===== config.mk =====
export PLATFORM = sky130hd
export DESIGN_NAME = fifo_subsys_top
export DESIGN_NICKNAME = d
export VERILOG_FILES = /design/src/fifo_pkg.sv /design/src/fifo_mem_if.sv /design/src/fifo_asym_converter.sv /design/src/fifo_ram_2p.sv /design/src/fifo_sync_asym.sv /design/src/fifo_subsys_top.sv
export VERILOG_INCLUDE_DIRS = /design/src /design/src/include
export SDC_FILE = /design/constraint.sdc
export NUM_CORES = 1
export LEC_CHECK = 0
export BUFFER_PORTS_ARGS = -buffer_cell sky130_fd_sc_hd__buf_2
export CELL_PAD_IN_SITES_DETAIL_PLACEMENT = 1
export CELL_PAD_IN_SITES_GLOBAL_PLACEMENT = 2
export CORE_MARGIN = 5
export CORE_UTILIZATION = 35
export DETAILED_ROUTE_END_ITERATION = 12
export PLACE_DENSITY_LB_ADDON = 0.2
export SLEW_MARGIN = 30
export SYNTH_ARGS = -nofsm -noshare
export SYNTH_HDL_FRONTEND = slang
export SYNTH_SLANG_ARGS = --single-unit
export TNS_END_PERCENT = 1

===== constraint.sdc =====
create_clock -name clk_i -period 2.4 [get_ports clk_i]
set_input_delay 0.12 -clock clk_i [delete_from_list [all_inputs] [get_ports clk_i]]
set_output_delay 0.12 -clock clk_i [all_outputs]
set_load 0.05 [all_outputs]

===== src/include/fifo_params.svh =====
`ifndef FIFO_PARAMS_SVH
`define FIFO_PARAMS_SVH

// write and read port widths in bits
`define FIFO_W_DATA_W 8
`define FIFO_R_DATA_W 32

// depth as log2 of the number of narrow words
`define FIFO_ADDR_W 6

// wide and narrow side, and how many narrow words fit in one row
`define FIFO_MAX_W ((`FIFO_W_DATA_W > `FIFO_R_DATA_W) ? `FIFO_W_DATA_W : `FIFO_R_DATA_W)
`define FIFO_MIN_W ((`FIFO_W_DATA_W > `FIFO_R_DATA_W) ? `FIFO_R_DATA_W : `FIFO_W_DATA_W)
`define FIFO_RATIO (`FIFO_MAX_W / `FIFO_MIN_W)

// ram row address, and the address width seen by each port
`define FIFO_MEM_ADDR_W (`FIFO_ADDR_W - $clog2(`FIFO_RATIO))
`define FIFO_W_ADDR_W ((`FIFO_W_DATA_W == `FIFO_MAX_W) ? `FIFO_MEM_ADDR_W : `FIFO_ADDR_W)
`define FIFO_R_ADDR_W ((`FIFO_R_DATA_W == `FIFO_MAX_W) ? `FIFO_MEM_ADDR_W : `FIFO_ADDR_W)

`endif


===== src/fifo_pkg.sv =====
package fifo_pkg;

`include "fifo_params.svh"

   // one word on the write port
   typedef logic [`FIFO_W_DATA_W-1:0] w_data_t;

   // one word on the read port
   typedef logic [`FIFO_R_DATA_W-1:0] r_data_t;

   // full ram row, always as wide as the wider port
   typedef logic [`FIFO_MAX_W-1:0] mem_word_t;

   // one enable bit per narrow lane of a row
   typedef logic [`FIFO_RATIO-1:0] lane_en_t;

   // row address into the ram
   typedef logic [`FIFO_MEM_ADDR_W-1:0] mem_addr_t;

   // fill level in narrow words, one extra bit so a full fifo fits
   typedef logic [`FIFO_ADDR_W:0] level_t;

endpackage


===== src/fifo_mem_if.sv =====
`timescale 1ns/1ps

interface fifo_mem_if;

   // write port, one enable per lane
   fifo_pkg::lane_en_t  w_lane_en;
   fifo_pkg::mem_addr_t w_addr;
   fifo_pkg::mem_word_t w_data;

   // read port, data comes back one cycle after r_en
   logic                r_en;
   fifo_pkg::mem_addr_t r_addr;
   fifo_pkg::mem_word_t r_data;

   modport ctrl (
      output w_lane_en,
      output w_addr,
      output w_data,
      output r_en,
      output r_addr,
      input  r_data
   );

   modport mem (
      input  w_lane_en,
      input  w_addr,
      input  w_data,
      input  r_en,
      input  r_addr,
      output r_data
   );

endinterface


===== src/fifo_asym_converter.sv =====
`timescale 1ns/1ps
`include "fifo_params.svh"

module fifo_asym_converter (
   input  logic                             clk_i,
   input  logic                             rst_n_i,
   input  logic                             w_en_i,
   input  logic [`FIFO_W_ADDR_W-1:0]        w_addr_i,
   input  fifo_pkg::w_data_t                w_data_i,
   input  logic                             r_en_i,
   input  logic [`FIFO_R_ADDR_W-1:0]        r_addr_i,
   output fifo_pkg::r_data_t                r_data_o,
   fifo_mem_if.ctrl                         mem
);

   localparam int W_W     = `FIFO_W_DATA_W;
   localparam int R_W     = `FIFO_R_DATA_W;
   localparam int RATIO   = `FIFO_RATIO;
   localparam int MEM_A_W = `FIFO_MEM_ADDR_W;
   localparam int W_A_W   = `FIFO_W_ADDR_W;
   localparam int R_A_W   = `FIFO_R_ADDR_W;

   generate
      if (W_W > R_W) begin : g_write_wider
         localparam int LANE_W = $clog2(RATIO);

         logic [LANE_W-1:0] r_lane_q;

         // a whole row per write
         assign mem.w_addr    = w_addr_i;
         assign mem.w_lane_en = {RATIO{w_en_i}};
         assign mem.w_data    = w_data_i;

         // upper bits pick the row, low bits pick the lane
         assign mem.r_en   = r_en_i;
         assign mem.r_addr = r_addr_i[R_A_W-1 -: MEM_A_W];

         // lane select follows the registered ram read by one cycle
         always_ff @(posedge clk_i or negedge rst_n_i) begin
            if (!rst_n_i) begin
               r_lane_q <= '0;
            end else if (r_en_i) begin
               r_lane_q <= r_addr_i[LANE_W-1:0];
            end
         end

         // lane 0 is the oldest word, little endian
         assign r_data_o = mem.r_data[r_lane_q*R_W +: R_W];

      end else if (R_W > W_W) begin : g_read_wider
         localparam int LANE_W = $clog2(RATIO);

         logic [LANE_W-1:0] w_lane;

         assign w_lane = w_addr_i[LANE_W-1:0];

         // row from the upper address bits
         assign mem.w_addr = w_addr_i[W_A_W-1 -: MEM_A_W];

         // one hot lane, so only the addressed byte lands
         assign mem.w_lane_en = w_en_i ? (fifo_pkg::lane_en_t'(1) << w_lane) : '0;

         // same word on every lane, the enable decides
         assign mem.w_data = {RATIO{w_data_i}};

         // full rows go straight out
         assign mem.r_en   = r_en_i;
         assign mem.r_addr = r_addr_i;
         assign r_data_o   = mem.r_data;

      end else begin : g_same_width
         // no conversion needed
         assign mem.w_addr    = w_addr_i;
         assign mem.w_lane_en = {RATIO{w_en_i}};
         assign mem.w_data    = w_data_i;
         assign mem.r_en      = r_en_i;
         assign mem.r_addr    = r_addr_i;
         assign r_data_o      = mem.r_data;
      end
   endgenerate

endmodule


===== src/fifo_ram_2p.sv =====
`timescale 1ns/1ps
`include "fifo_params.svh"

module fifo_ram_2p (
   input logic     clk_i,
   fifo_mem_if.mem mem
);

   localparam int DEPTH  = 1 << `FIFO_MEM_ADDR_W;
   localparam int RATIO  = `FIFO_RATIO;
   localparam int LANE_W = `FIFO_MIN_W;

   fifo_pkg::mem_word_t ram_q [DEPTH];
   fifo_pkg::mem_word_t r_data_q;

   // byte lane writes, each under its own enable
   always_ff @(posedge clk_i) begin
      for (int lane = 0; lane < RATIO; lane++) begin
         if (mem.w_lane_en[lane]) begin
            ram_q[mem.w_addr][lane*LANE_W +: LANE_W] <= mem.w_data[lane*LANE_W +: LANE_W];
         end
      end
   end

   // registered read, holds the last row until the next read
   always_ff @(posedge clk_i) begin
      if (mem.r_en) begin
         r_data_q <= ram_q[mem.r_addr];
      end
   end

   assign mem.r_data = r_data_q;

   // lane enables come from the fifo controller and must be clean
   // or a random lane gets corrupted
   a_lane_en_known : assert property (
      @(posedge clk_i) !$isunknown(mem.w_lane_en)
   ) else $error("fifo_ram_2p: w_lane_en unknown");

endmodule


===== src/fifo_sync_asym.sv =====
`timescale 1ns/1ps
`include "fifo_params.svh"

module fifo_sync_asym (
   input  logic              clk_i,
   input  logic              rst_n_i,
   input  logic              clr_i,
   input  logic              w_en_i,
   input  fifo_pkg::w_data_t w_data_i,
   output logic              w_full_o,
   input  logic              r_en_i,
   output fifo_pkg::r_data_t r_data_o,
   output logic              r_empty_o,
   output fifo_pkg::level_t  level_o,
   fifo_mem_if.ctrl          mem
);

   localparam int W_A_W = `FIFO_W_ADDR_W;
   localparam int R_A_W = `FIFO_R_ADDR_W;

   // level steps in narrow words per accepted operation
   localparam fifo_pkg::level_t W_INCR =
      (`FIFO_W_DATA_W > `FIFO_R_DATA_W) ? fifo_pkg::level_t'(`FIFO_RATIO) : fifo_pkg::level_t'(1);
   localparam fifo_pkg::level_t R_INCR =
      (`FIFO_R_DATA_W > `FIFO_W_DATA_W) ? fifo_pkg::level_t'(`FIFO_RATIO) : fifo_pkg::level_t'(1);

   // capacity in narrow words
   localparam fifo_pkg::level_t DEPTH = fifo_pkg::level_t'(1 << `FIFO_ADDR_W);

   logic             w_en_int;
   logic             r_en_int;
   logic [W_A_W-1:0] w_addr_q;
   logic [W_A_W-1:0] w_addr_nxt;
   logic [R_A_W-1:0] r_addr_q;
   logic [R_A_W-1:0] r_addr_nxt;
   fifo_pkg::level_t level_q;
   fifo_pkg::level_t level_nxt;
   logic             r_empty_q;
   logic             w_full_q;

   // accepted operations, clear wins over both
   assign w_en_int = w_en_i & ~w_full_q & ~clr_i;
   assign r_en_int = r_en_i & ~r_empty_q & ~clr_i;

   // next addresses and level
   always_comb begin
      w_addr_nxt = w_addr_q;
      r_addr_nxt = r_addr_q;
      level_nxt  = level_q;
      if (clr_i) begin
         w_addr_nxt = '0;
         r_addr_nxt = '0;
         level_nxt  = '0;
      end else begin
         if (w_en_int) begin
            // wraps at the end of the buffer
            w_addr_nxt = w_addr_q + W_A_W'(1);
            level_nxt  = level_nxt + W_INCR;
         end
         if (r_en_int) begin
            r_addr_nxt = r_addr_q + R_A_W'(1);
            level_nxt  = level_nxt - R_INCR;
         end
      end
   end

   // flags come from the next level so they move with level_o
   always_ff @(posedge clk_i or negedge rst_n_i) begin
      if (!rst_n_i) begin
         w_addr_q  <= '0;
         r_addr_q  <= '0;
         level_q   <= '0;
         r_empty_q <= 1'b1;
         w_full_q  <= 1'b0;
      end else begin
         w_addr_q  <= w_addr_nxt;
         r_addr_q  <= r_addr_nxt;
         level_q   <= level_nxt;
         r_empty_q <= (level_nxt < R_INCR);
         w_full_q  <= (level_nxt > (DEPTH - W_INCR));
      end
   end

   assign level_o   = level_q;
   assign r_empty_o = r_empty_q;
   assign w_full_o  = w_full_q;

   // address and data mapping onto the ram rows
   fifo_asym_converter fifo_asym_converter_inst (
      .clk_i    (clk_i),
      .rst_n_i  (rst_n_i),
      .w_en_i   (w_en_int),
      .w_addr_i (w_addr_q),
      .w_data_i (w_data_i),
      .r_en_i   (r_en_int),
      .r_addr_i (r_addr_q),
      .r_data_o (r_data_o),
      .mem      (mem)
   );

   // the level can never pass the capacity
   a_level_bound : assert property (
      @(posedge clk_i) disable iff (!rst_n_i)
      level_q <= DEPTH
   ) else $error("fifo_sync_asym: level 0x%0h above depth", level_q);

   // empty and full are exclusive
   a_flags_excl : assert property (
      @(posedge clk_i) disable iff (!rst_n_i)
      !(r_empty_q && w_full_q)
   ) else $error("fifo_sync_asym: empty and full both set");

endmodule


===== src/fifo_subsys_top.sv =====
`timescale 1ns/1ps
`include "fifo_params.svh"

module fifo_subsys_top (
   input  logic                      clk_i,
   input  logic                      rst_n_i,
   input  logic                      clr_i,

   // write side
   input  logic                      w_en_i,
   input  logic [`FIFO_W_DATA_W-1:0] w_data_i,
   output logic                      w_full_o,

   // read side
   input  logic                      r_en_i,
   output logic [`FIFO_R_DATA_W-1:0] r_data_o,
   output logic                      r_empty_o,

   // fill level in bytes
   output logic [`FIFO_ADDR_W:0]     level_o
);

   // ram write and read ports
   fifo_mem_if mem_if ();

   fifo_sync_asym fifo_sync_asym_inst (
      .clk_i     (clk_i),
      .rst_n_i   (rst_n_i),
      .clr_i     (clr_i),
      .w_en_i    (w_en_i),
      .w_data_i  (w_data_i),
      .w_full_o  (w_full_o),
      .r_en_i    (r_en_i),
      .r_data_o  (r_data_o),
      .r_empty_o (r_empty_o),
      .level_o   (level_o),
      .mem       (mem_if.ctrl)
   );

   fifo_ram_2p fifo_ram_2p_inst (
      .clk_i (clk_i),
      .mem   (mem_if.mem)
   );

endmodule


* Word-level counts from Yosys, hierarchy flattened
Memory sizes are Yosys's and may differ from the RTL's. A register that Yosys moved wholly into a read port is not among the register bits. Cells that the tools add are included.
Cells by class: multiplexer cells 17, shift operators 1, reductions and logical operators 2, bitwise logic cells 7, magnitude comparators 2, add/subtract/negate cells 4
Operators with widths (count):
- 2-to-1 mux 7 bit | 4
- 2-to-1 mux 4 bit | 3
- 2-to-1 mux 6 bit | 2
- 2-to-1 mux 1 bit | 8
- adder 7 x 1 -> 7 bit, second input constant | 1
- greater-than comparator 7 x 6 -> 1 bit, second input constant | 1
- < comparator 7 x 3 -> 1 bit, second input constant | 1
- subtractor 7 x 3 -> 7 bit, second input constant | 1
- adder 6 x 1 -> 6 bit, second input constant | 1
- adder 4 x 1 -> 4 bit, second input constant | 1
- bitwise AND 1 bit | 4
- nonzero test 2 bit | 2
- left shift 1 x 2 -> 4 bit, first input constant | 1
- NOT 1 bit | 3
Word-level totals: input bits 13, logic and storage cells 39, register bits after elaboration 19, output and inout bits 41, memories 1, RAM bits 512
Memories:
- fifo_ram_2p_inst.ram_q | words 16, width 32, rd ports 1, clocked after Yosys merged registers in 1, wr ports 1, line fifo_ram_2p.sv:13 | fifo_pkg::mem_word_t ram_q [DEPTH];

* Logic depth before layout (Yosys ltp)
word-level depth 9, depth in mapped cells 9, mapped depth without buffers 9

* Modules after synthesis
A second synthesis with hierarchy kept.
Unflattened totals: cell total of the unflattened synthesis 1083, area total of the unflattened synthesis 22216.3 um2
Modules (own cells, without submodules):
- fifo_ram_2p | instances 1, area an instance 20564.7 um2, cells an instance 905, seq. area each 16335.7 um2
- fifo_sync_asym | instances 1, area an instance 1066.0 um2, cells an instance 101, seq. area each 476.7 um2
- fifo_asym_converter | instances 1, area an instance 585.6 um2, cells an instance 77, seq. area each 0.0 um2

* Worst setup path before layout
Ideal clock, no wire load.
kind register -> register, from register fifo_sync_asym_inst.r_empty_q (netlist: fifo_sync_asym_inst.r_empty_o), to register fifo_ram_2p_inst.r_data_q[0] (netlist: fifo_ram_2p_inst.mem.r_data[0]) (read register of fifo_ram_2p_inst.ram_q), enable pin, cell stages (with the launch flop) 3, path slack -0.095 ns, data required time 1.979 ns, period minus slack after synthesis 2.495 ns, data arrival time 2.073 ns, buffers on the path 0, setup time 0.421 ns, cell sequence dfstp_2 -> nand2b_1 -> nor2_1
On the way: word-level cells in the longest chain between the ends 3
Ends and longest elaborated chain:
- from (decl) | line fifo_sync_asym.sv:38 | logic r_empty_q;
- from (signal assigned) | line fifo_sync_asym.sv:79 | r_empty_q <= (level_nxt < R_INCR);
- NOT 1 bit | line fifo_sync_asym.sv:43 | assign r_en_int = r_en_i & ~r_empty_q & ~clr_i;
- bitwise AND 1 bit (2 in series) | line fifo_sync_asym.sv:43
- named net fifo_ram_2p_inst.mem.r_en | line fifo_mem_if.sv:28 | input r_en,
- to (decl) | line fifo_ram_2p.sv:14 | fifo_pkg::mem_word_t r_data_q;
The timed path passes the listed nets, and every way through them passes these cells. A chain may end at the register's enable or synchronous reset.

* Worst setup path in the final report
from register fifo_sync_asym_inst.level_q[1] (netlist: fifo_sync_asym_inst.level_o[1]), to register fifo_sync_asym_inst.r_empty_q (netlist: fifo_sync_asym_inst.r_empty_o)
On the way: word-level cells in the longest chain between the ends 7
Ends and longest elaborated chain:
- from (decl) | line fifo_sync_asym.sv:36 | fifo_pkg::level_t level_q;
- from (signal assigned) | line fifo_sync_asym.sv:78 | level_q <= level_nxt;
- adder 7 x 1 -> 7 bit | line fifo_sync_asym.sv:58 | level_nxt = level_nxt + W_INCR;
- 2-to-1 mux 7 bit (*) | line fifo_sync_asym.sv:55 | if (w_en_int) begin
- 2-to-1 mux 7 bit (*) | line fifo_sync_asym.sv:50 | if (clr_i) begin
- subtractor 7 x 3 -> 7 bit | line fifo_sync_asym.sv:62 | level_nxt = level_nxt - R_INCR;
- 2-to-1 mux 7 bit (*) | line fifo_sync_asym.sv:60 | if (r_en_int) begin
- 2-to-1 mux 7 bit (*) | line fifo_sync_asym.sv:50
- named net fifo_sync_asym_inst.level_nxt[4] | line fifo_sync_asym.sv:37 | fifo_pkg::level_t level_nxt;
- < comparator 7 x 3 -> 1 bit (*) | line fifo_sync_asym.sv:79
Mark *: on every way through the listed nets, which the timed path passes. The rest lies on a longest branch. The select of a mux whose other input is x is not followed.

==> impl_results.md <==
* Status: completed
* Clock Pin Slew Worst Setup and Hold Paths at 0.06 ns
* Fin crit period at 2.163 ns
* Least-Margin Pin Slew at 0.9100 ns
* Post-detail-place hpwl at 34.07 mm
* Mapped Area at 21940 µm²
* Layout overhead on the synthesized area at 18.27%
* Drc violations at 0
* YS warnings at 0
* Routed WL at 55.67 mm
* # IOs at 54
* Adder-cell area share of the yosys netlist at 0.003991
* Post-Synth XOR/XNOR Area at 0.005188
* Peak VDD IR at 0.6585 mV
* Number of global-route vias before repair at 12.35k
* Worst path slowest cell: dfrtp_1
* Initial drt markers at 673
* Syn Inst Count at 1190
* Global route total overflow at 0
* All-Layer GR Usage at 0.1646
* PostCTS Resize Cnt at 0
* Post-synth top area cell: edfxtp_1
* Vias per cell at 5.092
* RSZ-0062 raised after global routing: false
* Largest family of logic cells by synthesized area: multiplexers
* Syn_nets at 1210
* Synth top area share at 0.7444
* CTS tree: done
* FP Rows at 91
* DIE AREA at 67810 µm²
* Hold Path Stages at 2
* Hold Path Class: primary input to register
* Antenna Nets Post-Route at 0
* Via count at 11.47k
* Die Ht at 260.4 µm
* WHS at 0.03705 ns
* MaxCap Viol Count at 0
* Leakage at 8.389 nW
* Max clock buf depth at 3
* Pin count of the biggest net entering global routing at 65
* Distinct cells, synth at 42
* First-pass GRT wire length at 82.75 mm
* Drt pass-1 iters at 4
* Layout cells sized above 1 at 0.2525
* Final Max Tran Viols at 0
* CTS root buffer: clkbuf_16
* CP arrival at 2.69 ns
* Setup TNS at 0 ns
* Avg WL per Cell at 24.72 µm
* Die Wd at 260.4 µm
* Syn avg cell area at 18.44 µm²
* Port bufs at 53
* Final Hold Viols at 0
* Worst path cell trace: ha_1, and4bb_4, xnor2_1, ha_1, nand2_1, a21oi_1, nor3_1, or3_1, nor3_2
* H-tree depth at 2
* Sequential fraction of the synthesis area at 0.7661
* Utilization after layout at 0.4190
* Max Fclk at 462.4 MHz
* Worst setup EP type: register
* Worst slew margin at 0.3933
* Total CTS buffers at 60
* Worst setup path category: register to register
* CP required at 2.93 ns
* Synth Register Bits at 563
* R2R cell count at 9
* Final setup viols at 0
* GP Congestion at 0.7379
* Total Nets Final at 1388
* Mux cell area share after synthesis at 0.1262
* Power Dens Cells at 890.2 nW/µm²
* Area of the core at 61940 µm²
* Initial Utilization at 0.3543
* Design area at 25950 µm²
* Most used cell, CP: ha_1
* Initial antenna violation count at 0
* Clock Latency Late Sink at 0.61 ns
* Synth Area in Compound Gates at 0.04852
* Simple-gate share of the synthesized area at 0.03592
* Crit-path max cell delay at 0.45 ns
* Clock sinks at 563
* Critical path fanouts, max at 7
* Setup Skew at 0.01072 ns
* Startpoint class of the critical path: register
* Top cells by area, synth: edfxtp_1, mux4_2, mux2i_1, dfrtp_1, mux2_2
* Crit share post-route at 0.9010
* Post-CTS Setup Repair Bufs at 0
* DP Area at 24080 µm²
==> registers in the layout, summed over array words and instances, names as in the netlist <==
signal	flops
fifo_sync_asym_inst.level_o	7
fifo_ram_2p_inst.mem.r_data	32
fifo_sync_asym_inst.w_addr_q	6
fifo_ram_2p_inst.ram_q	512
fifo_sync_asym_inst.r_empty_o	1
fifo_sync_asym_inst.w_full_o	1
fifo_sync_asym_inst.r_addr_q	4
==> critical path, delay by kind of cell (launching register included) <==
kind | cells | cell delay (ns)
simple gates | 5 | 0.86
flops | 1 | 0.45
fa+ha+maj | 2 | 0.42
xor+xnor | 1 | 0.22
compound gates | 1 | 0.14
==> path summary, 6_finish.rpt <==
kind,startpoint,end,slack [ns]
min,w_data_i[2],fifo_ram_2p_inst.ram_q[10][10],0.04
max,fifo_sync_asym_inst.level_o[1],fifo_sync_asym_inst.r_empty_o,0.24
min in group asynchronous,rst_n_i,fifo_sync_asym_inst.r_empty_o,0.59
min reg2reg,fifo_sync_asym_inst.w_addr_q[0],fifo_sync_asym_inst.w_addr_q[0],0.65
max reg2reg,fifo_sync_asym_inst.level_o[1],fifo_sync_asym_inst.r_empty_o,0.24
max in group asynchronous,rst_n_i,fifo_sync_asym_inst.r_addr_q[0],1.30
==> layer usage <==
metal  GRT usage  wire [µm]
met3     0.02245       1869
met2      0.2792      27500
met1      0.2292      25440
met4     0.03419        858
met5           0          0
==> cells by family (layout without fill, tap and decap cells) <==
kind of cell / Yosys count / after routing
multiplexers: 193 / 193
flip-flops: 563 / 563
AND/OR/NAND/NOR: 177 / 177
XOR/XNOR: 13 / 13
buffers and inverters: 67 / 291
AO/OA/AOI/OAI: 170 / 170
other: 0 / 1
adder cells (fa/ha/maj): 7 / 7
==> power breakdown <==
part           switching [W]  total, W  internal [W]  leakage [nW]
registers           0.000117    0.0111        0.0110          5.15
logic                0.00187   0.00327       0.00140          2.36
clock network        0.00366   0.00872       0.00506         0.884
==> cells in the mapped netlist (all sizes together) <==
cell and instances:
edfxtp 544, and2 2, or4 1, xor2 8, and3 2, ha 7, nor2b 8, nand4 5
xnor2 5, a22oi 32, and4 2, dfstp 1, dfrtp 18, nand2 57, and4bb 1, mux4 64
a21oi 38, nand2b 1, nor3b 1, nand4bb 1, a211oi 1, nand3 8, inv 2, a21o 1
buf 28, or3 3, o21ai 64, a221oi 32, clkbuf 37, mux2 30, o211ai 1, a31oi 1
nor3 5, nor2 80, mux2i 99
==> area by class of cell <==
cell class	instances	area [µm²]
fill	6087	35990
antenna	1	2.502
inverter	2	7.507
sequential	563	16820
multi-input combinational	560	4840
clock buffer	80	1598
tap	837	1047
clock inverter	28	226.5
timing repair buffer	181	1411
==> metrics by stage <==
stage                     power, W  cells  setup WS (ns)
after floorplan            0.01360   1190         0.1007
after global placement     0.01464   2138         0.2711
after detailed placement   0.01466   2138         0.2413
after CTS                  0.02347   2251         0.2202
after global routing       0.02407   2251        0.08640
final                      0.02311   2252         0.2375
==> cells in the final DEF (no fill, tap or decap), types with 3 or more instances in the layout <==
master         instances
a21oi_1               37
a221oi_1              32
a22oi_1               32
buf_12                14
buf_2                 53
buf_4                110
bufinv_16              4
clkbuf_1              19
clkbuf_16             61
clkinv_1              16
clkinv_2               6
dfrtp_1               15
dlygate4sd3_1          4
edfxtp_1             544
ha_1                   7
mux2_2                30
mux2i_1               99
mux4_2                64
nand2_1               57
nand3_1                8
nand4_1                5
nor2_1                79
nor2b_1                6
nor3_1                 3
o21ai_0               60
o21ai_1                4
or3_1                  3
xnor2_1                5
xor2_1                 8
==> repair_timing <==
item | 4_1_cts | 5_1_grt
hold buffers | 5 | 0
endpoints found under the hold margin | 24 | 0
setup endpoints to repair | 0 | 0
No activity file was read; power rests on OpenSTA's default activity.
